## config.mk

```make
export PLATFORM = sky130hd
export DESIGN_NAME = console_tx_flat
export DESIGN_NICKNAME = d
export VERILOG_FILES = /design/src/hdl/soc_pkg.sv /design/src/hdl/wb_bus_if.sv /design/src/hdl/console_tx.sv /design/src/flat_wrapper.sv
export SDC_FILE = /design/constraint.sdc
export NUM_CORES = 1
export LEC_CHECK = 0
export BUFFER_PORTS_ARGS = -buffer_cell sky130_fd_sc_hd__buf_2
export CORE_AREA = 10 10 94 96
export DETAILED_ROUTE_END_ITERATION = 8
export DIE_AREA = 0 0 104 106
export GPL_TIMING_DRIVEN = 0
export HOLD_SLACK_MARGIN = 0.03
export MAX_ROUTING_LAYER = met4
export PLACE_DENSITY = 0.56
export SLEW_MARGIN = 0
export SYNTH_ARGS = -nofsm -noshare
export SYNTH_HDL_FRONTEND = slang
export SYNTH_SLANG_ARGS = --single-unit
```

## constraint.sdc

```tcl
create_clock -name clk -period 3.64 [get_ports clk]
set_clock_uncertainty 0.2 [all_clocks]
set_input_delay 0.182 -clock clk [delete_from_list [all_inputs] [get_ports clk]]
set_output_delay 0.182 -clock clk [all_outputs]
set_load 0.02 [all_outputs]
```

## src/hdl/soc_pkg.sv

```systemverilog
`default_nettype none

package soc_pkg;

    // bus geometry
    localparam int addr_w = 16;
    localparam int data_w = 32;

    // memory region
    // 8 KB of words from the bottom of the map
    localparam logic [addr_w-1:0] mem_base = 16'h0000;
    localparam logic [addr_w-1:0] mem_top  = 16'h1FFF;

    // keyboard registers
    // data holds the scan code in 7:0
    // status bit 0 is byte valid and bit 1 is the sticky parity error
    localparam logic [addr_w-1:0] kbd_data_addr = 16'hFFF0;
    localparam logic [addr_w-1:0] kbd_stat_addr = 16'hFFF4;

    // console registers
    // a data write sends 7:0 and status bit 0 is busy
    localparam logic [addr_w-1:0] con_data_addr = 16'hFFF8;
    localparam logic [addr_w-1:0] con_stat_addr = 16'hFFFC;

    // returned for any unmapped read
    localparam logic [data_w-1:0] bus_fill_word = 32'hDEADBEEF;

    // interrupt vector codes
    localparam logic [3:0] vec_none     = 4'd0;
    localparam logic [3:0] vec_keyboard = 4'd1;
    localparam logic [3:0] vec_console  = 4'd2;

    // decoder target
    typedef enum logic [1:0] {
        tgt_mem,
        tgt_kbd,
        tgt_con,
        tgt_none
    } target_e;

endpackage

`default_nettype wire

```

## src/hdl/wb_bus_if.sv

```systemverilog
`default_nettype none

interface wb_bus_if
    import soc_pkg::*;
();

    // classic cycle, one word per transfer
    logic              cyc;
    logic              stb;
    logic              we;
    logic [addr_w-1:0] adr;
    logic [data_w-1:0] dat_w;

    // slave response
    logic [data_w-1:0] dat_r;
    logic              ack;

    // decoder side
    modport master (output cyc, stb, we, adr, dat_w, input dat_r, ack);

    // peripheral side
    modport slave (input cyc, stb, we, adr, dat_w, output dat_r, ack);

endinterface

`default_nettype wire

```

## src/hdl/console_tx.sv

```systemverilog
`default_nettype none

module console_tx
    import soc_pkg::*;
#(
    parameter int clks_per_bit = 434
) (
    input  logic    clk,
    input  logic    rst_n,
    wb_bus_if.slave bus,
    output logic    txd,
    output logic    con_done
);

    localparam int               cnt_w    = $clog2(clks_per_bit + 1);
    localparam logic [cnt_w-1:0] cnt_last = cnt_w'(clks_per_bit - 1);

    logic [10:0]      shreg;
    logic [cnt_w-1:0] clk_cnt;
    logic [3:0]       bit_cnt;
    logic             busy;
    logic             hit;
    logic             send;
    logic             bit_end;

    // bus decode
    assign hit  = bus.cyc && bus.stb && !bus.ack;

    // writes while busy are acked and dropped
    assign send = hit && bus.we && !busy && (bus.adr == con_data_addr);

    // last clock of the current bit
    assign bit_end = busy && (clk_cnt == cnt_last);

    // line is the low end of the shifter
    assign txd = shreg[0];

    // frame is a one clock idle slot then start, data lsb first, stop
    // bit_cnt tracks which slot is on the line
    always_ff @(posedge clk or negedge rst_n) begin
        if (!rst_n) begin
            shreg    <= '1;
            clk_cnt  <= '0;
            bit_cnt  <= 4'd0;
            busy     <= 1'b0;
            con_done <= 1'b0;
        end else begin
            con_done <= 1'b0;
            if (send) begin
                shreg   <= {1'b1, bus.dat_w[7:0], 1'b0, 1'b1};
                // idle slot lasts a single clock
                clk_cnt <= cnt_last;
                bit_cnt <= 4'd0;
                busy    <= 1'b1;
            end else if (bit_end) begin
                shreg   <= {1'b1, shreg[10:1]};
                clk_cnt <= '0;
                if (bit_cnt == 4'd10) begin
                    // stop bit just finished
                    busy     <= 1'b0;
                    con_done <= 1'b1;
                end else begin
                    bit_cnt <= bit_cnt + 4'd1;
                end
            end else if (busy) begin
                clk_cnt <= clk_cnt + 1'b1;
            end
        end
    end

    // single cycle ack
    always_ff @(posedge clk or negedge rst_n) begin
        if (!rst_n) begin
            bus.ack <= 1'b0;
        end else begin
            bus.ack <= hit;
        end
    end

    // data register reads back zero
    always_ff @(posedge clk) begin
        if (hit) begin
            if (bus.adr == con_stat_addr) begin
                bus.dat_r <= {{(data_w-1){1'b0}}, busy};
            end else begin
                bus.dat_r <= '0;
            end
        end
    end

endmodule

`default_nettype wire

```

## src/flat_wrapper.sv

```systemverilog
// flat-port wrapper written by rule: the top's interface ports become plain ports
module console_tx_flat import soc_pkg::*;
#(
    parameter int clks_per_bit = 434
)
  (clk, rst_n, txd, con_done, bus_cyc, bus_stb, bus_we, bus_adr, bus_dat_w, bus_dat_r, bus_ack);
  wb_bus_if bus_i ();
  input  logic clk;
  input  logic rst_n;
  output logic txd;
  output logic con_done;
  input wire logic [$bits(bus_i.cyc)-1:0] bus_cyc;
  input wire logic [$bits(bus_i.stb)-1:0] bus_stb;
  input wire logic [$bits(bus_i.we)-1:0] bus_we;
  input wire logic [$bits(bus_i.adr)-1:0] bus_adr;
  input wire logic [$bits(bus_i.dat_w)-1:0] bus_dat_w;
  output wire logic [$bits(bus_i.dat_r)-1:0] bus_dat_r;
  output wire logic [$bits(bus_i.ack)-1:0] bus_ack;
  assign bus_i.cyc = bus_cyc;
  assign bus_i.stb = bus_stb;
  assign bus_i.we = bus_we;
  assign bus_i.adr = bus_adr;
  assign bus_i.dat_w = bus_dat_w;
  assign bus_dat_r = bus_i.dat_r;
  assign bus_ack = bus_i.ack;
  console_tx #(.clks_per_bit(clks_per_bit)) u_core (.clk(clk), .rst_n(rst_n), .bus(bus_i), .txd(txd), .con_done(con_done));
endmodule
```

==> results.py <==
metrics = {
    "timing": {
        "timing.fmax_mhz": 488.2,
        "finalCritPeriodShare_pct": 56.28,
        "timing_hold_violations_final": 0,
        "report.final.slew_viol_count": 0,
        "setup-violations-final": 0,
        "rsz0062_at_grt": "no",
        "slew-limit-headroom_pct": 59.20,
        "setup_slack_ns": 1.591,
        "final.min_clock_period_ns": 2.049,
        "worst_slew_pin_slew_ns": 0.6074,
        "totalNegativeSetupSlack_ns": 0,
    },
    "critical_path": {
        "timing.critical_path.to_type": "flop",
        "criticalPathCategory": "input port to flop",
        "worst_ep_arrival_time_ns": 2.02,
        "worst-r2r-setup-slack_ns": 1.64,
        "cp_data_required_time_ns": 3.61,
        "crit_path_start_kind": "input port",
        "timing.rr.end": "u_core.clk_cnt[2]$_DFFE_PN0P_",
        "worstPathMaxFanout": 10,
        "r2r-start": "u_core.busy$_DFFE_PN0P_",
        "worst_r2r_path_depth": 7,
    },
    "final_layout": {
        "area_delta_synth_final_pct": 31.78,
        "insertedDiodeCount": 0,
        "filler_cell_count": 757,
        "layout.nets": 304,
        "finish.utilization_pct": 32.05,
        "layout-drive-gt1-share_pct": 37.40,
    },
    "clock_tree": {
        "sink_count": 27,
        "htree_depth": 1,
        "cts_setup_buffers": 0,
        "max_buffers_root_to_sink": 2,
        "cts-hold-fix-buffers": 10,
        "cts_root_buf": "clkbuf_8",
        "clock_pin_slew_on_the_worst_setup_and_hold_paths_ns": 0.10,
        "clock_latency_ns": 0.27,
        "cells_resized_by_post_cts_repair": 0,
        "tritoncts_clock_tree": "built",
        "tritoncts_buffer_count": 3,
    },
    "logic_synthesis": {
        "synth_compound_area_share_pct": 11.01,
        "fraction_of_the_mapped_netlist_area_in_adder_cells_pct": 2.915,
        "synth_flop_cell": "dfrtp_1",
        "synth-edff-count": 1,
        "cell_count_after_synthesis": 170,
        "synth_mux_area_share_pct": 5.248,
        "synth_cell_types": 45,
        "synth_area_leader_cell": "dfrtp_1",
        "yosys.area_share.simple_pct": 18.44,
        "dominant_combinational_cell_family_by_area_after_synthesis": "buffers and inverters",
        "synth_sequential_area_ratio_pct": 40.38,
        "synth_top_area_share_pct": 23.32,
        "yosys_register_bits": 27,
        "synth_commonest_cells": "33 x buf_4, 16 x dfrtp_1, 11 x nand3_1, 11 x o21ai_0, 10 x dfstp_2",
        "synth_xor_xnor_area_share_pct": 3.061,
        "async_flop_share_pct": 96.30,
        "netlist_area_before_placement_um2": 1717,
        "ys.warnings.count": 0,
        "yosys-top-cells-area": "dfrtp_1 23%, dfstp_2 15%, buf_4 14%",
        "post-synth-top-count-cell": "buf_4",
        "synth_area_per_cell_um2": 10.10,
    },
    "placed_design": {
        "gp_routability_congestion": 0.7613,
        "port_buffers": 32,
        "place_ws_ns": 1.633,
        "dp_hpwl_um": 3111,
    },
    "die": {
        "die_h_um": 106,
        "die_area_um2": 11020,
        "rows": 31,
        "initial_utilization_pct": 24.32,
        "die_width_um": 104,
        "core_area_um2": 7059,
        "ios": 88,
    },
    "outcome": {
        "status": "complete, no violations",
    },
    "run": {
        "max_cap_viol_count": 0,
    },
    "detailed_routing": {
        "via_per_inst": 3.896,
        "drt_pass1_iterations": 4,
        "route.final.wire_length_um": 3959,
        "initialDrtViolationCount": 52,
        "routed_wire_length_per_instance_um": 11.48,
        "drc": 0,
        "final_antenna_net_count": 0,
        "vias": 1344,
    },
    "global_route": {
        "grt_pass1_vias": 1452,
        "grt_antenna_before_repair": 0,
        "pin_count_of_the_biggest_net_entering_global_routing": 27,
        "globalRoute.totalOverflow": 0,
        "globalRouteTotalUtil_pct": 7.382,
        "first_pass_grt_wire_length_um": 6789,
    },
    "hold_path": {
        "hold_path.startpoint": "bus_adr[2]",
        "hp-class": "input port to flop",
        "min_delay_worst_endpoint": "u_core.shreg[8]$_DFFE_PN1P_",
        "hold_crit_depth": 4,
    },
    "power": {
        "power_per_cell_area_nw_per_um2": 251.3,
        "vdd_drop_max_mv": 0.08607,
        "cellLeakagePower_uw": 0.001095,
    },
}
[critical path: stages]
cell and delay, ns:
dlygate4sd3_1 0.53, buf_2 0.10, nand2_1 0.09, nor4_4 0.54, and2_1 0.23, buf_6 0.15, buf_12 0.14, nor3_1 0.05
[metrics by stage]
stage | cell area [um^2] | std cells | hold slack (ns) | total power [uW]
floorplan | 1829 | 200 | -0.3136 | 366.0
global placement | 2113 | 331 | 0.02587 | 388.5
detailed placement | 2113 | 331 | 0.02463 | 389.0
CTS | 2262 | 345 | 0.03055 | 575.2
global route | 2262 | 345 | 0.04022 | 596.7
finish | 2262 | 345 | 0.03438 | 568.6
[layout by cell type, fill, tap and decap left out, drive strengths merged, types with 3 or more instances in the layout]
cell / netlist / final
xnor2: 3 / 3
nand3: 11 / 11
xor2: 3 / 3
o21ai: 14 / 14
clkbuf: 1 / 4
nand4: 4 / 4
dfrtp: 16 / 16
mux2i: 9 / 9
inv: 6 / 6
nand2: 9 / 9
dlygate4sd3: 0 / 10
ha: 4 / 4
dfstp: 10 / 10
conb: 1 / 31
a21oi: 3 / 3
buf: 37 / 69
and3: 6 / 6
nor2: 6 / 6
[where the power goes]
group | leakage [uW] | switching [uW] | internal [uW]
clock network | 0.0000217 | 97.7 | 77.7
registers | 0.000302 | 0.756 | 303
logic | 0.000771 | 48.1 | 41.5
[logic make-up (layout without fill, tap and decap cells)]
| kind of cell | Yosys count | after routing |
|---|---|---|
| buffers and inverters | 44 | 90 |
| flip-flops | 27 | 27 |
| XOR/XNOR | 6 | 6 |
| multiplexers | 9 | 9 |
| AO/OA/AOI/OAI | 27 | 27 |
| AND/OR/NAND/NOR | 52 | 52 |
| other | 1 | 31 |
| adder cells (fa/ha/maj) | 4 | 4 |
[sequential cells by signal, indices dropped and copies added, names as in the netlist]
register and count:
u_core.bit_cnt 4, u_core.shreg 10, u_core.clk_cnt 9, u_core.con_done 1, u_core.bus.ack 1, u_core.busy 1
u_core.bus.dat_r 1
[how the worst max path moves through the flow]
stage,start,slack [ns],to,cells after the start
after floorplan,u_core.clk_cnt[1]$_DFFE_PN0P_,1.84,u_core.clk_cnt[8]$_DFFE_PN0P_,7
after global placement,u_core.busy$_DFFE_PN0P_,1.63,u_core.clk_cnt[2]$_DFFE_PN0P_,7
final,bus_stb,1.59,u_core.clk_cnt[2]$_DFFE_PN0P_,8
after global routing,bus_stb,1.48,u_core.clk_cnt[5]$_DFFE_PN0P_,6
after detailed placement,u_core.busy$_DFFE_PN0P_,1.63,u_core.clk_cnt[2]$_DFFE_PN0P_,7
after CTS,bus_stb,1.60,u_core.clk_cnt[2]$_DFFE_PN0P_,8
[final cells by class]
| type | count | area, um^2 | area share, % |
|---|---|---|---|
| buffer | 38 | 299.0 | 13.22 |
| multi-input combinational | 129 | 814.5 | 36.01 |
| inverter | 6 | 22.52 | 0.9956 |
| clock buffer | 3 | 41.29 | 1.825 |
| clock inverter | 1 | 7.507 | 0.3319 |
| tap | 99 | 123.9 | 5.476 |
| timing repair buffer | 42 | 260.3 | 11.50 |
| sequential | 27 | 693.2 | 30.64 |
[routing by layer]
layer / up-vias / GRT usage [%] / part of all wire (%)
met2: 43 / 11.41 / 46
met4: 0 / 3.280 / 1.2
met3: 2 / 1.751 / 4.5
met1: 613 / 9.000 / 49
li1: 686 / - / -
met5: - / - / 0
Note: power is estimated with default switching activity, not from simulation.
