File: config.mk
export PLATFORM = sky130hd
export DESIGN_NAME = ps2_keyboard_flat
export DESIGN_NICKNAME = d
export VERILOG_FILES = /design/src/hdl/soc_pkg.sv /design/src/hdl/wb_bus_if.sv /design/src/hdl/ps2_keyboard.sv /design/src/flat_wrapper.sv
export SDC_FILE = /design/constraint.sdc
export NUM_CORES = 1
export LEC_CHECK = 0
export ABC_AREA = 0
export ABC_CLOCK_PERIOD_IN_PS = 2100
export BUFFER_PORTS_ARGS = -buffer_cell sky130_fd_sc_hd__buf_2
export CORE_ASPECT_RATIO = 0.75
export CORE_MARGIN = 8
export CORE_UTILIZATION = 40
export CTS_CLUSTER_DIAMETER = 200
export DETAILED_ROUTE_END_ITERATION = 10
export PLACE_DENSITY_LB_ADDON = 0.05
export SETUP_SLACK_MARGIN = 0.15
export SLEW_MARGIN = 20
export SYNTH_ARGS = -nofsm -noshare
export SYNTH_HDL_FRONTEND = slang
export SYNTH_SLANG_ARGS = --single-unit
File: constraint.sdc
create_clock -name clk -period 2.1 [get_ports clk]
set_input_delay 0.42 -clock clk [delete_from_list [all_inputs] [get_ports clk]]
set_output_delay 0.42 -clock clk [all_outputs]
set_load 0.05 [all_outputs]
File: src/hdl/soc_pkg.sv
`default_nettype none

package soc_pkg;

    // bus geometry
    localparam int addr_w = 16;
    localparam int data_w = 32;

    // memory region
    // 8 KB of words from the bottom of the map
    localparam logic [addr_w-1:0] mem_base = 16'h0000;
    localparam logic [addr_w-1:0] mem_top  = 16'h1FFF;

    // keyboard registers
    // data holds the scan code in 7:0
    // status bit 0 is byte valid and bit 1 is the sticky parity error
    localparam logic [addr_w-1:0] kbd_data_addr = 16'hFFF0;
    localparam logic [addr_w-1:0] kbd_stat_addr = 16'hFFF4;

    // console registers
    // a data write sends 7:0 and status bit 0 is busy
    localparam logic [addr_w-1:0] con_data_addr = 16'hFFF8;
    localparam logic [addr_w-1:0] con_stat_addr = 16'hFFFC;

    // returned for any unmapped read
    localparam logic [data_w-1:0] bus_fill_word = 32'hDEADBEEF;

    // interrupt vector codes
    localparam logic [3:0] vec_none     = 4'd0;
    localparam logic [3:0] vec_keyboard = 4'd1;
    localparam logic [3:0] vec_console  = 4'd2;

    // decoder target
    typedef enum logic [1:0] {
        tgt_mem,
        tgt_kbd,
        tgt_con,
        tgt_none
    } target_e;

endpackage

`default_nettype wire

File: src/hdl/wb_bus_if.sv
`default_nettype none

interface wb_bus_if
    import soc_pkg::*;
();

    // classic cycle, one word per transfer
    logic              cyc;
    logic              stb;
    logic              we;
    logic [addr_w-1:0] adr;
    logic [data_w-1:0] dat_w;

    // slave response
    logic [data_w-1:0] dat_r;
    logic              ack;

    // decoder side
    modport master (output cyc, stb, we, adr, dat_w, input dat_r, ack);

    // peripheral side
    modport slave (input cyc, stb, we, adr, dat_w, output dat_r, ack);

endinterface

`default_nettype wire

File: src/hdl/ps2_keyboard.sv
`default_nettype none

module ps2_keyboard
    import soc_pkg::*;
#(
    parameter int ps2_filter = 3
) (
    input  logic       clk,
    input  logic       rst_n,
    input  logic       ps2_clk,
    input  logic       ps2_dat,
    wb_bus_if.slave    bus,
    output logic       kbd_event,
    output logic [7:0] scan_code
);

    logic [ps2_filter-1:0] clk_sync;
    logic [ps2_filter-1:0] dat_sync;
    logic                  clk_prev;
    logic                  fall;
    logic                  bit_in;
    logic [3:0]            bit_cnt;
    logic [8:0]            shreg;
    logic                  valid;
    logic                  parity_err;
    logic                  hit;
    logic                  rd_data;
    logic                  rd_stat;

    // both lines through the same depth so data lines up with clock
    always_ff @(posedge clk or negedge rst_n) begin
        if (!rst_n) begin
            clk_sync <= '1;
            dat_sync <= '1;
            clk_prev <= 1'b1;
        end else begin
            clk_sync <= {clk_sync[ps2_filter-2:0], ps2_clk};
            dat_sync <= {dat_sync[ps2_filter-2:0], ps2_dat};
            clk_prev <= clk_sync[ps2_filter-1];
        end
    end

    // device changes data while clock is high
    // sample on the falling edge
    assign fall   = clk_prev && !clk_sync[ps2_filter-1];
    assign bit_in = dat_sync[ps2_filter-1];

    // bus decode
    assign hit     = bus.cyc && bus.stb && !bus.ack;
    assign rd_data = hit && !bus.we && (bus.adr == kbd_data_addr);
    assign rd_stat = hit && !bus.we && (bus.adr == kbd_stat_addr);

    // data bits then parity, lsb first
    always_ff @(posedge clk) begin
        if (fall && bit_cnt != 4'd0 && bit_cnt < 4'd10) begin
            shreg <= {bit_in, shreg[8:1]};
        end
    end

    // frame counter and result registers
    // bit_cnt 0 idle, 1..9 data and parity, 10 stop
    always_ff @(posedge clk or negedge rst_n) begin
        if (!rst_n) begin
            bit_cnt    <= 4'd0;
            kbd_event  <= 1'b0;
            valid      <= 1'b0;
            parity_err <= 1'b0;
            scan_code  <= 8'd0;
        end else begin
            kbd_event <= 1'b0;
            // reads clear first so a new frame on the same edge wins
            if (rd_data) begin
                valid <= 1'b0;
            end
            if (rd_stat) begin
                parity_err <= 1'b0;
            end
            if (fall) begin
                if (bit_cnt == 4'd0) begin
                    // only a low start bit opens a frame
                    if (!bit_in) begin
                        bit_cnt <= 4'd1;
                    end
                end else if (bit_cnt < 4'd10) begin
                    bit_cnt <= bit_cnt + 4'd1;
                end else begin
                    bit_cnt <= 4'd0;
                    // odd parity over data plus parity bit
                    if (bit_in && ^shreg) begin
                        scan_code <= shreg[7:0];
                        valid     <= 1'b1;
                        kbd_event <= 1'b1;
                    end else if (bit_in) begin
                        parity_err <= 1'b1;
                    end
                end
            end
        end
    end

    // single cycle ack
    always_ff @(posedge clk or negedge rst_n) begin
        if (!rst_n) begin
            bus.ack <= 1'b0;
        end else begin
            bus.ack <= hit;
        end
    end

    // read data, status shows flags before this read clears them
    always_ff @(posedge clk) begin
        if (hit) begin
            if (bus.adr == kbd_stat_addr) begin
                bus.dat_r <= {{(data_w-2){1'b0}}, parity_err, valid};
            end else begin
                bus.dat_r <= {{(data_w-8){1'b0}}, scan_code};
            end
        end
    end

endmodule

`default_nettype wire

File: src/flat_wrapper.sv
// flat-port wrapper written by rule: the top's interface ports become plain ports
module ps2_keyboard_flat import soc_pkg::*;
#(
    parameter int ps2_filter = 3
)
  (clk, rst_n, ps2_clk, ps2_dat, kbd_event, scan_code, bus_cyc, bus_stb, bus_we, bus_adr, bus_dat_w, bus_dat_r, bus_ack);
  wb_bus_if bus_i ();
  input  logic clk;
  input  logic rst_n;
  input  logic ps2_clk;
  input  logic ps2_dat;
  output logic kbd_event;
  output logic [7:0] scan_code;
  input wire logic [$bits(bus_i.cyc)-1:0] bus_cyc;
  input wire logic [$bits(bus_i.stb)-1:0] bus_stb;
  input wire logic [$bits(bus_i.we)-1:0] bus_we;
  input wire logic [$bits(bus_i.adr)-1:0] bus_adr;
  input wire logic [$bits(bus_i.dat_w)-1:0] bus_dat_w;
  output wire logic [$bits(bus_i.dat_r)-1:0] bus_dat_r;
  output wire logic [$bits(bus_i.ack)-1:0] bus_ack;
  assign bus_i.cyc = bus_cyc;
  assign bus_i.stb = bus_stb;
  assign bus_i.we = bus_we;
  assign bus_i.adr = bus_adr;
  assign bus_i.dat_w = bus_dat_w;
  assign bus_dat_r = bus_i.dat_r;
  assign bus_ack = bus_i.ack;
  ps2_keyboard #(.ps2_filter(ps2_filter)) u_core (.clk(clk), .rst_n(rst_n), .ps2_clk(ps2_clk), .ps2_dat(ps2_dat), .bus(bus_i), .kbd_event(kbd_event), .scan_code(scan_code));
endmodule
==> reports/metrics.yaml, run 1 <==
status: "completed"
place_congestion: 0.727
rr_endpoint: "u_core.scan_code[6]$_DFFE_PN0P_"
syn_avg_cell_area_um2: 13.9
hold_path_class: "input port to async pin"
register_area_mm2: 0.00109
fp.dieH_um: 73.8
finalSetupTns_ns: 0
place_area_mm2: 0.00202
setup_slack_ns: 0.189
combPwrFrac_pct: 29.7
hold_viol: 0
hpwl_um: 2650
synth_seq_cells: 40
postSynthCellCount: 128
clk_pin_slew_ns: 0.08
drc: 0
finalMaxSlewViolations: 0
reg2reg_from: "u_core.shreg[4]$_DFFE_PP_"
synth_flop_cell: "edfxtp_1"
die-area_mm2: 0.00687
cp_cell_sequence: "xnor2_2 > xnor3_2 > mux2i_4 > buf_12 > mux2_2"
grt_max_degree: 24
synth.distinct_cells: 33
ant_nets: 0
worst_setup_path_start_kind: "flip-flop"
htreeDepth: 2
ir_worst_vdd_uv: 582
critPathMaxFanout: 10
ys_seq_area_share_pct: 61.4
grt_pass1_vias: 1172
yosysTopAreaCell: "edfxtp_1"
grt_pass1_wl_um: 5730
overflow: 0
setup_viol: 0
internal_power_uw: 1560
p_leak_uw: 0.00104
synthArstFlopShare_pct: 57.5
core_mm2: 0.00436
critPathRequiredTime_ns: 2.27
place.port_buffers: 40
track_usage_pct: 10.7
initial_core_util_pct: 40.9
pre_cts_ws_ns: 0.182
cp.arrival_ns: 2.08
share_seq_of_total_power_pct: 44.6
clockRootBuffer: "clkbuf_8"
clock_power_share_pct: 25.8
rsz0062_at_grt: "yes"
clk_latency_ns: 0.28
drive_gt1_share_pct: 42.9
clock_path_buffers: 2
area_delta_synth_final_pct: 21.9
nets: 240
slew_headroom_pct: 65.0
wl_per_cell_um: 14.4
max-cap-violations: 0
numCtsBuffers: 5
first_iter_violations: 34
switching_power_uw: 795
cts_tree: "done"
synth_edf_count: 17
cts_sinks: 40
antenna_cells: 0
synth.top_cell.area_share_pct: 28.6
vias: 1080
antenna_found_initial: 0
critPathKind: "flip-flop to flip-flop"
grt_util_met2_pct: 17.1
die_w_um: 93.1
synth_area_leaders: "edfxtp_1 (29%), dfrtp_1 (22%), dfstp_2 (10%)"
busiest_layer: "met2"
grtUsageMet1_pct: 12.8
wl_um: 3480
multi_input_area_um2: 601
skew_ns: 0.00465
reg2reg_depth: 5
nFillCells: 420
io_pins: 97
fin_crit_sh_pct: 91.0
first_pass_iters: 4
fin_crit_ns: 1.91
yosysWarnings: 0
worst_slew_pin_slew_ns: 0.526
max_stage_delay_ns: 0.45
ff2ff_setup_slack_ns: 0.19
power_density_mw_per_mm2: 1080
synth_area_mm2: 0.00178
final_area_mm2: 0.00217
slowest_stage: "edfxtp_1"
vias_per_cell: 4.48
switching_share_pct: 33.8
max_freq_ghz: 0.523
endpoint_kind: "flip-flop"
rows: 21
grtUsageMet3_pct: 3.98
-- how the worst max path moves through the flow --
stage	to	startpoint	depth (start not counted)	slack, ns
floorplan	u_core.scan_code[0]$_DFFE_PN0P_	u_core.shreg[2]$_DFFE_PP_	4	0.26
global placement	u_core.scan_code[4]$_DFFE_PN0P_	u_core.shreg[2]$_DFFE_PP_	5	0.19
detailed placement	u_core.scan_code[6]$_DFFE_PN0P_	u_core.shreg[5]$_DFFE_PP_	5	0.18
CTS	u_core.scan_code[6]$_DFFE_PN0P_	u_core.shreg[5]$_DFFE_PP_	5	0.16
global route	u_core.scan_code[6]$_DFFE_PN0P_	u_core.shreg[4]$_DFFE_PP_	5	0.13
finish	u_core.scan_code[6]$_DFFE_PN0P_	u_core.shreg[4]$_DFFE_PP_	5	0.19
-- layout make-up --
class / count / area share, %
inverters: 5 / 0.864
multi-input cells: 82 / 27.6
flip-flops and latches: 40 / 50.4
well taps: 57 / 3.28
clock inverters: 2 / 1.61
repair buffers: 49 / 12.9
clock buffers: 6 / 3.34
-- critical path, delay by kind of cell (launching register included) --
family	cells	cell delay, ns
buffers and inverters	1	0.15
DFF	1	0.45
muxes	2	0.59
xor gates and xnor gates	2	0.60
-- cells by family after synthesis --
kind of cell	count (synthesis)	share of synthesized area, %
DFF	40	61.4
buffers and inverters	29	11.2
and+or+nand+nor	27	9.26
AOI/OAI and AO/OA	12	4.42
muxes	11	7.58
xor gates and xnor gates	6	4.56
adders and majority gates	2	1.40
other	1	0.210
-- routing by layer --
metal | vias to the layer above | routed length, µm
li1 | 512 | -
met1 | 522 | 1570
met2 | 39 | 1590
met3 | 7 | 261
met4 | 0 | 53
met5 | - | 0
-- timing repair --
action                                  4_1_cts  5_1_grt
buffers inserted                              0        3
gates resized for setup                       0        3
endpoints found under the setup margin        0        8
hold buffers                                  0        0
endpoints found under the hold margin         0        0
-- Yosys cell counts (all sizes together) (2+ instances only) --
| master | instances |
|---|---|
| a21oi | 2 |
| dfrtp | 16 |
| nand3 | 2 |
| nand2 | 4 |
| and4 | 2 |
| mux2 | 10 |
| xnor2 | 2 |
| buf | 24 |
| xor2 | 2 |
| o41ai | 2 |
| o21ai | 4 |
| ha | 2 |
| and2 | 6 |
| dfstp | 7 |
| inv | 5 |
| xnor3 | 2 |
| nor2 | 3 |
| nor3b | 3 |
| edfxtp | 17 |
-- registers in the layout, indices dropped and copies added (netlist names) --
signal and flops:
u_core.kbd_event 1, u_core.shreg 9, u_core.clk_sync 3, u_core.scan_code 8, u_core.bus.ack 1, u_core.parity_err 1
u_core.clk_prev 1, u_core.bit_cnt 4, u_core.dat_sync 3, u_core.bus.dat_r 8, u_core.valid 1
-- power by group through the flow --
stage	Sequential, µW	Clock [µW]	Combinational (µW)
floorplan	1210	0	401
detailed placement	1060	0	681
CTS	1050	632	684
global route	1060	672	756
finish	1050	606	697
global placement	1050	0	668
-- cell usage in the layout, fill, tap and decap left out, types with 3 or more instances in the layout --
master,synthesis,routed
buf_4,24,8
mux2_2,10,10
nand2_1,4,4
and2_1,6,6
inv_1,5,5
nor2_1,3,3
conb_1,1,24
dfstp_2,7,7
buf_2,0,40
o21ai_0,4,4
dfrtp_1,16,16
edfxtp_1,17,17
clkbuf_8,0,5
-- through the flow --
step / cells / utilization [%] / power (µW) / hold WS [ns]
3_5_place_dp: 230 / 46.4 / 1740 / 0.348
5_1_grt: 241 / 49.8 / 2490 / 0.132
6_report: 241 / 49.8 / 2350 / 0.103
3_3_place_gp: 230 / 46.4 / 1720 / 0.346
2_1_floorplan: 151 / - / 1610 / 0.124
4_1_cts: 238 / 48.9 / 2360 / 0.119
Note: power is estimated with default switching activity, not from simulation.
==> inputs of run 2 (changes only) <==
CORE_UTILIZATION = 41   (was 40)
CTS_BUF_LIST = sky130_fd_sc_hd__clkbuf_4   (was not set)
==> run 2 against run 1 <==
  * Fmax fell by 1.5%
  * Clock power fell by 39%
  * Design area fell by 2.5%
  * Power fell by 9.7%
  * Via count fell by 2.6%
  * Register-to-register slack got worse by 0.03 ns
  * Global-route usage fell by 0.74 points
  * Die area fell by 2.0%
  * Non-clock buffer count rose by 1
  * Sequential power barely moved
  * Worst setup slack got worse by 0.028 ns
  * Worst hold slack got worse by 0.045 ns
  * Critical path type unchanged
  * Largest cell class unchanged
==> reports/metrics.yaml, run 2 (synthesized netlist as in run 1, its figures left out) <==
finalMaxSlewViolations: 0
cts_tree: "done"
fp.dieH_um: 73.1
vias_per_cell: 4.38
initial_core_util_pct: 43.4
layout_common_cells: "buf_2 (40), conb_1 (24), edfxtp_1 (17), dfrtp_1 (16), mux2_2 (10)"
clock_power_share_pct: 17.5
wl_per_cell_um: 13.8
critPathRequiredTime_ns: 2.32
numCtsBuffers: 5
internal_power_uw: 1350
hold_path_class: "input port to async pin"
grtUsageMet1_pct: 11.8
endpoint_kind: "flip-flop"
place.port_buffers: 40
path_buf_inv: 1
rows: 20
top_regs: "u_core.shreg x9, u_core.bus.dat_r x8, u_core.scan_code x8"
clockRootBuffer: "clkbuf_4"
grtUsageMet3_pct: 4.21
vias: 1052
max_freq_ghz: 0.516
nets: 241
drive_gt1_share_pct: 42.7
grt_max_degree: 24
grt_pass1_wl_um: 5310
ff2ff_setup_slack_ns: 0.16
layout_commonest_cell: "buf_2"
whs_ns: 0.0581
die_w_um: 92.1
numPlacedInstances: 226
area_delta_synth_final_pct: 18.9
cp.arrival_ns: 2.16
cts_sinks: 40
pre_cts_ws_ns: 0.0847
critPathMaxFanout: 2
skew_ns: 0.00862
drc: 0
status: "completed"
power_density_mw_per_mm2: 1000
critPathKind: "flip-flop to flip-flop"
hpwl_um: 2510
slew_headroom_pct: 64.2
path_delay_family: "XOR/XNOR gates"
largest_reg_flops: 9
largest-register: "u_core.shreg"
busiest_layer: "met2"
hold_viol: 0
overflow: 0
p_leak_uw: 0.00101
io_pins: 97
combPwrFrac_pct: 33.3
slowest_stage: "xnor3_2"
switching_share_pct: 36.3
ir_worst_vdd_uv: 414
hold_buffers: 0
cp_cell_sequence: "xnor2_1 > xnor3_2 > mux2i_4 > buf_4 > mux2_2"
ant_nets: 0
grt_pass1_vias: 1142
max-cap-violations: 0
switching_power_uw: 770
fin_crit_sh_pct: 92.4
setup_slack_ns: 0.160
core_mm2: 0.00410
setup_viol: 0
worst_setup_path_start_kind: "flip-flop"
rsz0062_at_grt: "no"
clk_latency_ns: 0.33
track_usage_pct: 9.99
htreeDepth: 2
grt_util_met2_pct: 16.1
die-area_mm2: 0.00674
place_congestion: 0.699
first_pass_iters: 4
first_iter_violations: 26
worst_slew_pin_slew_ns: 0.536
fin_crit_ns: 1.94
antenna_found_initial: 0
clock_path_buffers: 2
antenna_cells: 0
max_stage_delay_ns: 0.49
finalNonFillerCells: 240
wl_um: 3310
share_seq_of_total_power_pct: 49.2
clk_pin_slew_ns: 0.11
finalSetupTns_ns: 0
[run 2: power groups by stage]
stage	Sequential [µW]	Combinational [µW]	Clock, µW
global route	1060	767	429
global placement	1050	660	0
finish	1040	707	372
detailed placement	1060	672	0
floorplan	1210	401	0
CTS	1040	676	393
[run 2: layer usage]
layer / share of wire, % / up-vias
li1: - / 516
met1: 44 / 496
met2: 49 / 38
met3: 7.0 / 2
met4: 0.45 / 0
met5: 0 / -
[run 2: through the flow]
stage	instance area, µm²	total power (µW)	util (%)
floorplan	1870	1610	-
global placement	1990	1710	48.6
detailed placement	1990	1730	48.6
CTS	2080	2110	50.6
global route	2120	2250	51.6
finish	2120	2120	51.6
[run 2: layout make-up]
class	instances	area [µm²]
inverter	5	18.8
fill	383	1980
timing repair buffer	50	288
clock inverter	2	11.3
tap	55	68.8
clock buffer	6	45.0
multi-input combinational	82	593
sequential	40	1090
[run 2: worst paths after layout]
path                                               from                              end  depth (start not counted)
setup / recovery              u_core.shreg[7]$_DFFE_PP_  u_core.scan_code[1]$_DFFE_PN0P_                          5
hold / removal                                    rst_n  u_core.scan_code[0]$_DFFE_PN0P_                          1
setup reg to reg              u_core.shreg[7]$_DFFE_PP_  u_core.scan_code[1]$_DFFE_PN0P_                          5
hold reg to reg            u_core.clk_sync[1]$_DFF_PN1_     u_core.clk_sync[2]$_DFF_PN1_                          0
max in group asynchronous                         rst_n     u_core.clk_sync[1]$_DFF_PN1_                          1
min in group clk                                ps2_dat     u_core.dat_sync[0]$_DFF_PN1_                          1
[run 2: what timing repair did]
item / CTS / global route
gates cloned: 0 / 0
setup buffers: 2 / 4
setup endpoints to repair: 8 / 8
gates resized for setup: 0 / 2
pin swaps: 0 / 3
