==> src/hdl/soc_pkg.sv <==
`default_nettype none

package soc_pkg;

    // bus geometry
    localparam int addr_w = 16;
    localparam int data_w = 32;

    // memory region
    // 8 KB of words from the bottom of the map
    localparam logic [addr_w-1:0] mem_base = 16'h0000;
    localparam logic [addr_w-1:0] mem_top  = 16'h1FFF;

    // keyboard registers
    // data holds the scan code in 7:0
    // status bit 0 is byte valid and bit 1 is the sticky parity error
    localparam logic [addr_w-1:0] kbd_data_addr = 16'hFFF0;
    localparam logic [addr_w-1:0] kbd_stat_addr = 16'hFFF4;

    // console registers
    // a data write sends 7:0 and status bit 0 is busy
    localparam logic [addr_w-1:0] con_data_addr = 16'hFFF8;
    localparam logic [addr_w-1:0] con_stat_addr = 16'hFFFC;

    // returned for any unmapped read
    localparam logic [data_w-1:0] bus_fill_word = 32'hDEADBEEF;

    // interrupt vector codes
    localparam logic [3:0] vec_none     = 4'd0;
    localparam logic [3:0] vec_keyboard = 4'd1;
    localparam logic [3:0] vec_console  = 4'd2;

    // decoder target
    typedef enum logic [1:0] {
        tgt_mem,
        tgt_kbd,
        tgt_con,
        tgt_none
    } target_e;

endpackage

`default_nettype wire

==> src/hdl/wb_bus_if.sv <==
`default_nettype none

interface wb_bus_if
    import soc_pkg::*;
();

    // classic cycle, one word per transfer
    logic              cyc;
    logic              stb;
    logic              we;
    logic [addr_w-1:0] adr;
    logic [data_w-1:0] dat_w;

    // slave response
    logic [data_w-1:0] dat_r;
    logic              ack;

    // decoder side
    modport master (output cyc, stb, we, adr, dat_w, input dat_r, ack);

    // peripheral side
    modport slave (input cyc, stb, we, adr, dat_w, output dat_r, ack);

endinterface

`default_nettype wire

==> src/hdl/wb_addr_decoder.sv <==
`default_nettype none

module wb_addr_decoder
    import soc_pkg::*;
(
    input  logic              clk,
    input  logic              rst_n,
    input  logic              cyc,
    input  logic              stb,
    input  logic              we,
    input  logic [addr_w-1:0] adr,
    input  logic [data_w-1:0] dat_w,
    output logic [data_w-1:0] dat_r,
    output logic              ack,
    wb_bus_if.master          mem_bus,
    wb_bus_if.master          kbd_bus,
    wb_bus_if.master          con_bus
);

    target_e           sel;
    logic [addr_w-1:0] mem_off;
    logic              req;
    logic              none_ack;

    // offset into the memory window
    assign mem_off = adr - mem_base;
    assign req     = cyc && stb;

    // address map lookup
    always_comb begin
        if (mem_off <= mem_top - mem_base) begin
            sel = tgt_mem;
        end else if (adr == kbd_data_addr || adr == kbd_stat_addr) begin
            sel = tgt_kbd;
        end else if (adr == con_data_addr || adr == con_stat_addr) begin
            sel = tgt_con;
        end else begin
            sel = tgt_none;
        end
    end

    // every slave sees the full request
    // only the selected one gets a strobe
    assign mem_bus.cyc   = cyc;
    assign mem_bus.stb   = req && (sel == tgt_mem);
    assign mem_bus.we    = we;
    assign mem_bus.adr   = adr;
    assign mem_bus.dat_w = dat_w;

    assign kbd_bus.cyc   = cyc;
    assign kbd_bus.stb   = req && (sel == tgt_kbd);
    assign kbd_bus.we    = we;
    assign kbd_bus.adr   = adr;
    assign kbd_bus.dat_w = dat_w;

    assign con_bus.cyc   = cyc;
    assign con_bus.stb   = req && (sel == tgt_con);
    assign con_bus.we    = we;
    assign con_bus.adr   = adr;
    assign con_bus.dat_w = dat_w;

    // unmapped hole answers by itself one clock later
    always_ff @(posedge clk or negedge rst_n) begin
        if (!rst_n) begin
            none_ack <= 1'b0;
        end else begin
            none_ack <= req && (sel == tgt_none) && !none_ack;
        end
    end

    // response mux
    // address is held until ack so sel stays valid
    always_comb begin
        case (sel)
            tgt_mem: begin
                dat_r = mem_bus.dat_r;
                ack   = mem_bus.ack;
            end
            tgt_kbd: begin
                dat_r = kbd_bus.dat_r;
                ack   = kbd_bus.ack;
            end
            tgt_con: begin
                dat_r = con_bus.dat_r;
                ack   = con_bus.ack;
            end
            default: begin
                dat_r = bus_fill_word;
                ack   = none_ack;
            end
        endcase
    end

endmodule

`default_nettype wire

==> src/flat_wrapper.sv <==
// flat-port wrapper written by rule: the top's interface ports become plain ports
module wb_addr_decoder_flat import soc_pkg::*;
  (clk, rst_n, cyc, stb, we, adr, dat_w, dat_r, ack, mem_bus_cyc, mem_bus_stb, mem_bus_we, mem_bus_adr, mem_bus_dat_w, mem_bus_dat_r, mem_bus_ack, kbd_bus_cyc, kbd_bus_stb, kbd_bus_we, kbd_bus_adr, kbd_bus_dat_w, kbd_bus_dat_r, kbd_bus_ack, con_bus_cyc, con_bus_stb, con_bus_we, con_bus_adr, con_bus_dat_w, con_bus_dat_r, con_bus_ack);
  wb_bus_if mem_bus_i ();
  wb_bus_if kbd_bus_i ();
  wb_bus_if con_bus_i ();
  input  logic clk;
  input  logic rst_n;
  input  logic cyc;
  input  logic stb;
  input  logic we;
  input  logic [addr_w-1:0] adr;
  input  logic [data_w-1:0] dat_w;
  output logic [data_w-1:0] dat_r;
  output logic ack;
  output wire logic [$bits(mem_bus_i.cyc)-1:0] mem_bus_cyc;
  output wire logic [$bits(mem_bus_i.stb)-1:0] mem_bus_stb;
  output wire logic [$bits(mem_bus_i.we)-1:0] mem_bus_we;
  output wire logic [$bits(mem_bus_i.adr)-1:0] mem_bus_adr;
  output wire logic [$bits(mem_bus_i.dat_w)-1:0] mem_bus_dat_w;
  input wire logic [$bits(mem_bus_i.dat_r)-1:0] mem_bus_dat_r;
  input wire logic [$bits(mem_bus_i.ack)-1:0] mem_bus_ack;
  output wire logic [$bits(kbd_bus_i.cyc)-1:0] kbd_bus_cyc;
  output wire logic [$bits(kbd_bus_i.stb)-1:0] kbd_bus_stb;
  output wire logic [$bits(kbd_bus_i.we)-1:0] kbd_bus_we;
  output wire logic [$bits(kbd_bus_i.adr)-1:0] kbd_bus_adr;
  output wire logic [$bits(kbd_bus_i.dat_w)-1:0] kbd_bus_dat_w;
  input wire logic [$bits(kbd_bus_i.dat_r)-1:0] kbd_bus_dat_r;
  input wire logic [$bits(kbd_bus_i.ack)-1:0] kbd_bus_ack;
  output wire logic [$bits(con_bus_i.cyc)-1:0] con_bus_cyc;
  output wire logic [$bits(con_bus_i.stb)-1:0] con_bus_stb;
  output wire logic [$bits(con_bus_i.we)-1:0] con_bus_we;
  output wire logic [$bits(con_bus_i.adr)-1:0] con_bus_adr;
  output wire logic [$bits(con_bus_i.dat_w)-1:0] con_bus_dat_w;
  input wire logic [$bits(con_bus_i.dat_r)-1:0] con_bus_dat_r;
  input wire logic [$bits(con_bus_i.ack)-1:0] con_bus_ack;
  assign mem_bus_cyc = mem_bus_i.cyc;
  assign mem_bus_stb = mem_bus_i.stb;
  assign mem_bus_we = mem_bus_i.we;
  assign mem_bus_adr = mem_bus_i.adr;
  assign mem_bus_dat_w = mem_bus_i.dat_w;
  assign mem_bus_i.dat_r = mem_bus_dat_r;
  assign mem_bus_i.ack = mem_bus_ack;
  assign kbd_bus_cyc = kbd_bus_i.cyc;
  assign kbd_bus_stb = kbd_bus_i.stb;
  assign kbd_bus_we = kbd_bus_i.we;
  assign kbd_bus_adr = kbd_bus_i.adr;
  assign kbd_bus_dat_w = kbd_bus_i.dat_w;
  assign kbd_bus_i.dat_r = kbd_bus_dat_r;
  assign kbd_bus_i.ack = kbd_bus_ack;
  assign con_bus_cyc = con_bus_i.cyc;
  assign con_bus_stb = con_bus_i.stb;
  assign con_bus_we = con_bus_i.we;
  assign con_bus_adr = con_bus_i.adr;
  assign con_bus_dat_w = con_bus_i.dat_w;
  assign con_bus_i.dat_r = con_bus_dat_r;
  assign con_bus_i.ack = con_bus_ack;
  wb_addr_decoder u_core (.clk(clk), .rst_n(rst_n), .cyc(cyc), .stb(stb), .we(we), .adr(adr), .dat_w(dat_w), .dat_r(dat_r), .ack(ack), .mem_bus(mem_bus_i), .kbd_bus(kbd_bus_i), .con_bus(con_bus_i));
endmodule
==> config.mk <==
export PLATFORM = sky130hd
export DESIGN_NAME = wb_addr_decoder_flat
export DESIGN_NICKNAME = d
export VERILOG_FILES = /design/src/hdl/soc_pkg.sv /design/src/hdl/wb_bus_if.sv /design/src/hdl/wb_addr_decoder.sv /design/src/flat_wrapper.sv
export SDC_FILE = /design/constraint.sdc
export NUM_CORES = 1
export LEC_CHECK = 0
export BUFFER_PORTS_ARGS = -buffer_cell sky130_fd_sc_hd__clkbuf_2
export CAP_MARGIN = 5
export CORE_AREA = 2 2 133 135
export DETAILED_ROUTE_END_ITERATION = 8
export DIE_AREA = 0 0 135 137
export RECOVER_POWER = 25
export SYNTH_ARGS = -nofsm -noshare
export SYNTH_HDL_FRONTEND = slang
export SYNTH_SLANG_ARGS = --single-unit
==> constraint.sdc <==
create_clock -name clk -period 3.35 [get_ports clk]
set_input_delay 0.67 -clock clk [delete_from_list [all_inputs] [get_ports clk]]
set_output_delay 0.67 -clock clk [all_outputs]
set_load 0.01 [all_outputs]
==> reports/results.ini, run 1 <==
[run_status]
outcome = finished clean

[timing]
min_period_ns = 2.82
fin_tns_setup_ns = 0
finalHoldViolCount = 0
finalMaxSlewViolations = 0
setup_violations = 0
rsz0062_at_grt = false
relSlewSlack_pct = 62.5
holdWs_ns = 0.446
fmax_ghz = 0.354
fin_skew_ns = 0
fin_crit_sh_pct = 84.3
tightest_slew_ns = 0.559

[global_routing]
first_global_vias = 1472
grt_use_met3_pct = 1.30
grt_usage_pct = 5.74
grt_max_degree = 28
antenna_found_initial = 0
use_met1_pct = 5.45
grt_overflow = 0
grt_pass1_wl_um = 8080
grt.met2_usage_pct = 11.1
busiest_layer = met2

[logic_synthesis]
synth_edf_count = 0
ys_seq_area_share_pct = 1.28
ys_warn_count = 0
syn-num-nets = 428
synth_seq_cells = 1
syn_inst = 276
synth_xor_area_share_pct = 0
synth.area.mux_share_pct = 17.5
synth-simple-area-share_pct = 12.2
synth_top_family_by_area = buffers and inverters
synth_compound_area_share_pct = 8.72
synth_area_per_cell_um2 = 7.07
ys_types = 21
synthFlopType = dfrtp_1
synthArstFlopShare_pct = 100
syn_area_mm2 = 0.00195
synthAdderAreaFrac_pct = 0

[routing]
routedWlPerCell_um = 12.1
ant_nets = 0
drtIter0Drc = 20
wl_um = 6670
vias_per_cell = 3.32
drt_pass1_iterations = 4
vias = 1823
drc_errors = 0

[critical_path]
arrival_ns = 2.15
critical_path_peak_fanout = 10
path_cells = clkbuf_2, nand4b_1, or4_1, nor3_2, clkbuf_2
crit_buf_inv = 2
cp_top_family = simple AND/OR/NAND/NOR gates
worst_setup_path_start_kind = primary input
crit_path_end_kind = output pin
crit_type = in2out
cp_slowest_cell = or4_1
worstPathRequired_ns = 2.68
cpPeakStageDelay_ns = 0.75
path_common_cell = clkbuf_2

[placement]
port_buffers = 201
dp_hpwl_um = 5850
gp_congestion = 0.699
dpl_cell_area_mm2 = 0.00212

[clocking]
hold_buffers = 0
post_cts_resized = 0
post-cts-setup-buffer-count = 0
cts.clk_slew.worst_paths_ns = 0
clk_latency_ns = 0

[final_layout]
design_area_mm2 = 0.00212
area_delta_synth_final_pct = 8.59
n_antenna_cell = 0
largest_reg_flops = 1
reg_top3 = u_core.none_ack (1)
final_common_cell = clkbuf_2
regMostFlops = u_core.none_ack
most-common-layout-cells = 201 x clkbuf_2, 33 x mux2i_1, 26 x a21oi_1
layout.nets = 478
post_route_cells_drive_above_1_share_pct = 65.7

[floorplan]
rows = 48
pin_count = 338
start_util_pct = 11.4
die-area_mm2 = 0.0185
die_h_um = 137
coreArea_mm2 = 0.0171
die_x_um = 135

[flow_run]
cap_violations = 0

[pwr]
ir_drop_mv = 0.0325
power_density_mw_per_mm2 = 102
p_leak_nw = 1.20

[min_path]
worst_hold_path_type = in2async

[synthesized netlist by cell type, drive strengths merged (2+ instances only)]
| master | number | area share [%] |
|---|---|---|
| nand2 | 9 | 1.7 |
| nor2 | 24 | 4.6 |
| clkbuf | 3 | 0.58 |
| mux2i | 33 | 17 |
| nand4b | 2 | 0.90 |
| buf | 157 | 59 |
| nor3 | 4 | 1.5 |
| a21oi | 26 | 6.7 |
| o21ai | 8 | 2.1 |
[cell type report]
class / instances / area [um2]
flip-flops and latches: 1 / 25.0
well taps: 225 / 282
repair buffers: 208 / 1060
inverters: 1 / 3.75
fillers: 1994 / 14900
multi-input cells: 114 / 751
[path summary, 6_finish.rpt]
| path | from | to | slack [ns] | cells after the start |
|---|---|---|---|---|
| setup / recovery | adr[0] | kbd_bus_stb | 0.53 | 5 |
| hold / removal | rst_n | u_core.none_ack | 0.45 | 1 |
| setup reg to reg | u_core.none_ack | u_core.none_ack | 2.72 | 1 |
| hold reg to reg | u_core.none_ack | u_core.none_ack | 0.45 | 1 |
| max in group asynchronous | rst_n | u_core.none_ack | 2.82 | 1 |
| min in group clk | u_core.none_ack | u_core.none_ack | 0.45 | 1 |
[per-stage QoR]
step,util [%],instances,setup WS (ns),power (mW)
2_1_floorplan,-,276,0.927,0.258
3_3_place_gp,12.4,549,0.492,0.217
3_5_place_dp,12.4,549,0.447,0.220
4_1_cts,12.4,549,0.449,0.220
5_1_grt,12.4,549,0.374,0.235
6_report,12.4,549,0.526,0.217
[metal layers]
metal,vias to the layer above,wire length (um),part of all wire [%]
met3,53,922,14
met2,141,3230,48
met4,0,420,6.3
met5,-,0,0
li1,859,-,-
met1,770,2100,31
[power by group]
group | internal, mW | switching (mW)
clock | 0 | 0
sequential | 0.0130 | 0.000440
combinational | 0.103 | 0.100
total | 0.116 | 0.101
[logic make-up after synthesis]
logic type / Yosys count
AOI/OAI and AO/OA: 34
buffers and inverters: 161
DFF: 1
muxes: 34
and+or+nand+nor: 46
Note: power is estimated with default switching activity, not from simulation.
==> run 2: changes to the inputs <==
--- a/config.mk
+++ b/config.mk
@@ -7,9 +7,9 @@
 export LEC_CHECK = 0
 export BUFFER_PORTS_ARGS = -buffer_cell sky130_fd_sc_hd__clkbuf_2
 export CAP_MARGIN = 5
-export CORE_AREA = 2 2 133 135
+export CORE_AREA = 2 2 130 132
 export DETAILED_ROUTE_END_ITERATION = 8
-export DIE_AREA = 0 0 135 137
+export DIE_AREA = 0 0 132 134
 export RECOVER_POWER = 25
 export SYNTH_ARGS = -nofsm -noshare
 export SYNTH_HDL_FRONTEND = slang
==> constraint.sdc (replaced) <==
create_clock -name clk -period 2.6 [get_ports clk]
set_input_delay 0.52 -clock clk [delete_from_list [all_inputs] [get_ports clk]]
set_output_delay 0.52 -clock clk [all_outputs]
set_load 0.01 [all_outputs]
==> reports/results.ini, run 2 (same netlist as run 1, synthesis figures left out) <==
[critical_path]
worst_setup_path_start_kind = primary input
crit_buf_inv = 3
path_cells = clkbuf_2, nand4b_1, nor4_4, buf_12, mux2i_1, clkbuf_2
critical_path_peak_fanout = 26
cp_top_family = simple AND/OR/NAND/NOR gates
cpPeakStageDelay_ns = 0.30
cp_slowest_cell = nor4_4
path_common_cell = clkbuf_2
arrival_ns = 1.84
crit_type = in2out
crit_path_end_kind = output pin
worstPathRequired_ns = 2.08

[final_layout]
largest_reg_flops = 1
reg_top3 = u_core.none_ack (1)
fillers = 1893
area_delta_synth_final_pct = 9.74
n_antenna_cell = 0
final_common_cell = clkbuf_2
fin_cells = 544
regMostFlops = u_core.none_ack
most-common-layout-cells = 201 x clkbuf_2, 33 x mux2i_1, 26 x a21oi_1
post_route_cells_drive_above_1_share_pct = 66.0
layout.nets = 478

[timing]
fmax_ghz = 0.424
holdWs_ns = 0.296
setup_violations = 0
fin_tns_setup_ns = 0
finalMaxSlewViolations = 0
finalHoldViolCount = 0
fin_skew_ns = 0
tightest_slew_ns = 0.435
relSlewSlack_pct = 70.6
fin_crit_sh_pct = 90.8
min_period_ns = 2.36
rsz0062_at_grt = false

[global_routing]
first_global_vias = 1637
grt_max_degree = 28
grt_overflow = 0
grt_pass1_wl_um = 9140
antenna_found_initial = 0
grt_usage_pct = 6.44

[flow_run]
cap_violations = 0

[placement]
port_buffers = 201
dp_cells = 544
gp_congestion = 0.719
dp_hpwl_um = 5540

[routing]
ant_nets = 0
drc_errors = 0
wl_um = 6460
vias = 1762
vias_per_cell = 3.24
drt_pass1_iterations = 4
drtIter0Drc = 42
routedWlPerCell_um = 11.9

[pwr]
power_density_mw_per_mm2 = 132
p_leak_nw = 1.21
ir_drop_mv = 0.0429

[run_status]
outcome = finished clean

[clocking]
clk_latency_ns = 0
cts.clk_slew.worst_paths_ns = 0
hold_buffers = 0

[floorplan]
die_x_um = 132
pin_count = 338
start_util_pct = 12.0
coreArea_mm2 = 0.0163
die-area_mm2 = 0.0177
die_h_um = 134
rows = 47

[min_path]
worst_hold_path_type = in2async

## run 2: cell type report
type / count / area, um2 / area share [%]
multi-input cells: 114 / 754 / 35.2
inverters: 1 / 3.75 / 0.175
well taps: 220 / 275 / 12.9
flip-flops and latches: 1 / 25.0 / 1.17
repair buffers: 208 / 1080 / 50.6
## run 2: through the flow
stage | power (mW) | worst slack (ns) | utilization [%] | cell area, um2
2_1_floorplan | 0.332 | 0.477 | - | 1950
3_3_place_gp | 0.285 | 0.0881 | 13.1 | 2140
3_5_place_dp | 0.287 | 0.0736 | 13.1 | 2140
4_1_cts | 0.287 | 0.0689 | 13.1 | 2140
5_1_grt | 0.310 | 0.141 | 13.2 | 2140
6_report | 0.283 | 0.240 | 13.2 | 2140
## run 2: metal layers
layer  track usage [%]  routed length, um  up-vias
li1                  -                  -      863
met1              7.11               2350      709
met2              10.7               2840      150
met3              2.15                882       40
met4              3.99                388        0
met5                 0                  0        -
## run 2: worst paths after layout
path | to | slack [ns] | startpoint | cells after the start
worst min-delay path | u_core.none_ack | 0.30 | rst_n | 1
worst max-delay path | ack | 0.24 | adr[0] | 6
max in group asynchronous | u_core.none_ack | 2.22 | rst_n | 1
worst min register to register | u_core.none_ack | 0.45 | u_core.none_ack | 1
min in group clk | u_core.none_ack | 0.45 | u_core.none_ack | 1
worst max register to register | u_core.none_ack | 1.93 | u_core.none_ack | 1
## run 2: where the power goes
| part | leakage (nW) | switching (mW) | internal [mW] |
|---|---|---|---|
| clock network | 0 | 0 | 0 |
| logic | 1.20 | 0.130 | 0.136 |
| registers | 0.0132 | 0.000496 | 0.0167 |
## run 2: what timing repair did
| action | in CTS | in global routing |
|---|---|---|
| setup buffers | 0 | 0 |
| resized for setup | 0 | 1 |
| setup endpoints to repair | 0 | 3 |
==> run 3: changes to the inputs <==
--- a/config.mk
+++ b/config.mk
@@ -11,6 +11,7 @@
 export DETAILED_ROUTE_END_ITERATION = 8
 export DIE_AREA = 0 0 132 134
 export RECOVER_POWER = 25
+export REMOVE_ABC_BUFFERS = 1
 export SYNTH_ARGS = -nofsm -noshare
 export SYNTH_HDL_FRONTEND = slang
 export SYNTH_SLANG_ARGS = --single-unit
==> reports/results.ini, run 3 (same netlist as run 1, synthesis figures left out) <==
[final_layout]
reg_top3 = u_core.none_ack (1)
regMostFlops = u_core.none_ack
most-common-layout-cells = 201 x clkbuf_2, 33 x mux2i_1, 26 x a21oi_1
post_route_cells_drive_above_1_share_pct = 66.5
final_common_cell = clkbuf_2
area_delta_synth_final_pct = 11.1
layout.nets = 485
design_area_mm2 = 0.00217
largest_reg_flops = 1

[routing]
vias_per_cell = 3.53
drt_pass1_iterations = 4
vias = 1949
ant_nets = 0
drc_errors = 0
drtIter0Drc = 70
wl_um = 11500
routedWlPerCell_um = 20.8

[placement]
gp_congestion = 0.934
port_buffers = 201
dpl_cell_area_mm2 = 0.00217
dp_hpwl_um = 10600
dp_slack_ns = 0.123

[critical_path]
crit_path_end_kind = output pin
worst_setup_path_start_kind = primary input
cp_slowest_cell = or4_1
arrival_ns = 1.97
path_common_cell = clkbuf_2
path_cells = clkbuf_2, nand4b_1, or4_1, buf_4, o21ai_1, clkbuf_2
crit_buf_inv = 3
worstPathRequired_ns = 2.08
crit_type = in2out
cp_top_family = simple AND/OR/NAND/NOR gates
cpPeakStageDelay_ns = 0.55
critical_path_peak_fanout = 8

[floorplan]
die-area_mm2 = 0.0177
rows = 47
coreArea_mm2 = 0.0163
die_x_um = 132
pin_count = 338
die_h_um = 134
start_util_pct = 12.0

[global_routing]
antenna_found_initial = 2
grt_overflow = 0
first_global_vias = 1753
grt_max_degree = 19
grt_usage_pct = 11.8
grt_pass1_wl_um = 14600

[clocking]
post_cts_resized = 0
post-cts-setup-buffer-count = 0
cts.clk_slew.worst_paths_ns = 0
clk_latency_ns = 0
hold_buffers = 0

[min_path]
worst_hold_path_type = in2async

[pwr]
power_density_mw_per_mm2 = 132
total_power_mw = 0.287
ir_drop_mv = 0.0971
p_leak_nw = 1.24

[timing]
fin_tns_setup_ns = 0
setup_violations = 0
holdWs_ns = 0.295
rsz0062_at_grt = false
finalMaxSlewViolations = 0
tightest_slew_ns = 0.419
finalHoldViolCount = 0
worst_slack_ns = 0.110
relSlewSlack_pct = 71.7
min_period_ns = 2.49
fin_crit_sh_pct = 95.8
fmax_ghz = 0.402
fin_skew_ns = 0

[run_status]
outcome = finished clean

[flow_run]
cap_violations = 0

## run 3: cell count changes in the layout (fill, tap and decap cells not counted)
cell / previous run / this run
buf_12: 2 / 0
buf_4: 5 / 14
diode_2: 0 / 1
or4_4: 1 / 0
or4_1: 0 / 1
## run 3: through the flow
| step | instances | utilization (%) |
|---|---|---|
| floorplan | 116 | - |
| global placement | 551 | 13.3 |
| detailed placement | 551 | 13.3 |
| CTS | 551 | 13.3 |
| global route | 551 | 13.3 |
| finish | 552 | 13.3 |
## run 3: final timing paths
check,start,end,slack (ns),depth (start not counted)
max in group asynchronous,rst_n,u_core.none_ack,2.22,1
max,adr[1],dat_r[24],0.11,6
max reg2reg,u_core.none_ack,u_core.none_ack,1.96,1
min,rst_n,u_core.none_ack,0.30,1
min reg2reg,u_core.none_ack,u_core.none_ack,0.43,1
min in group clk,u_core.none_ack,u_core.none_ack,0.43,1
## run 3: layout make-up
type                       instances  area (um2)
fill                            1898       14100
multi-input combinational        114         751
sequential                         1        25.0
antenna                            1        2.50
inverter                           1        3.75
tap                              220         275
timing repair buffer             215        1110
## run 3: report_power, final
part | switching [mW] | internal [mW]
logic | 0.131 | 0.138
registers | 0.000463 | 0.0167
clock network | 0 | 0.0000000515
total | 0.132 | 0.155
## run 3: metal layers
| metal | GRT usage (%) | share of wire [%] | vias up |
|---|---|---|---|
| li1 | - | - | 871 |
| met1 | 10.7 | 31 | 813 |
| met2 | 17.4 | 42 | 245 |
| met3 | 13.8 | 25 | 12 |
| met4 | 0.0604 | 0.24 | 8 |
| met5 | 8.89 | 2.2 | - |
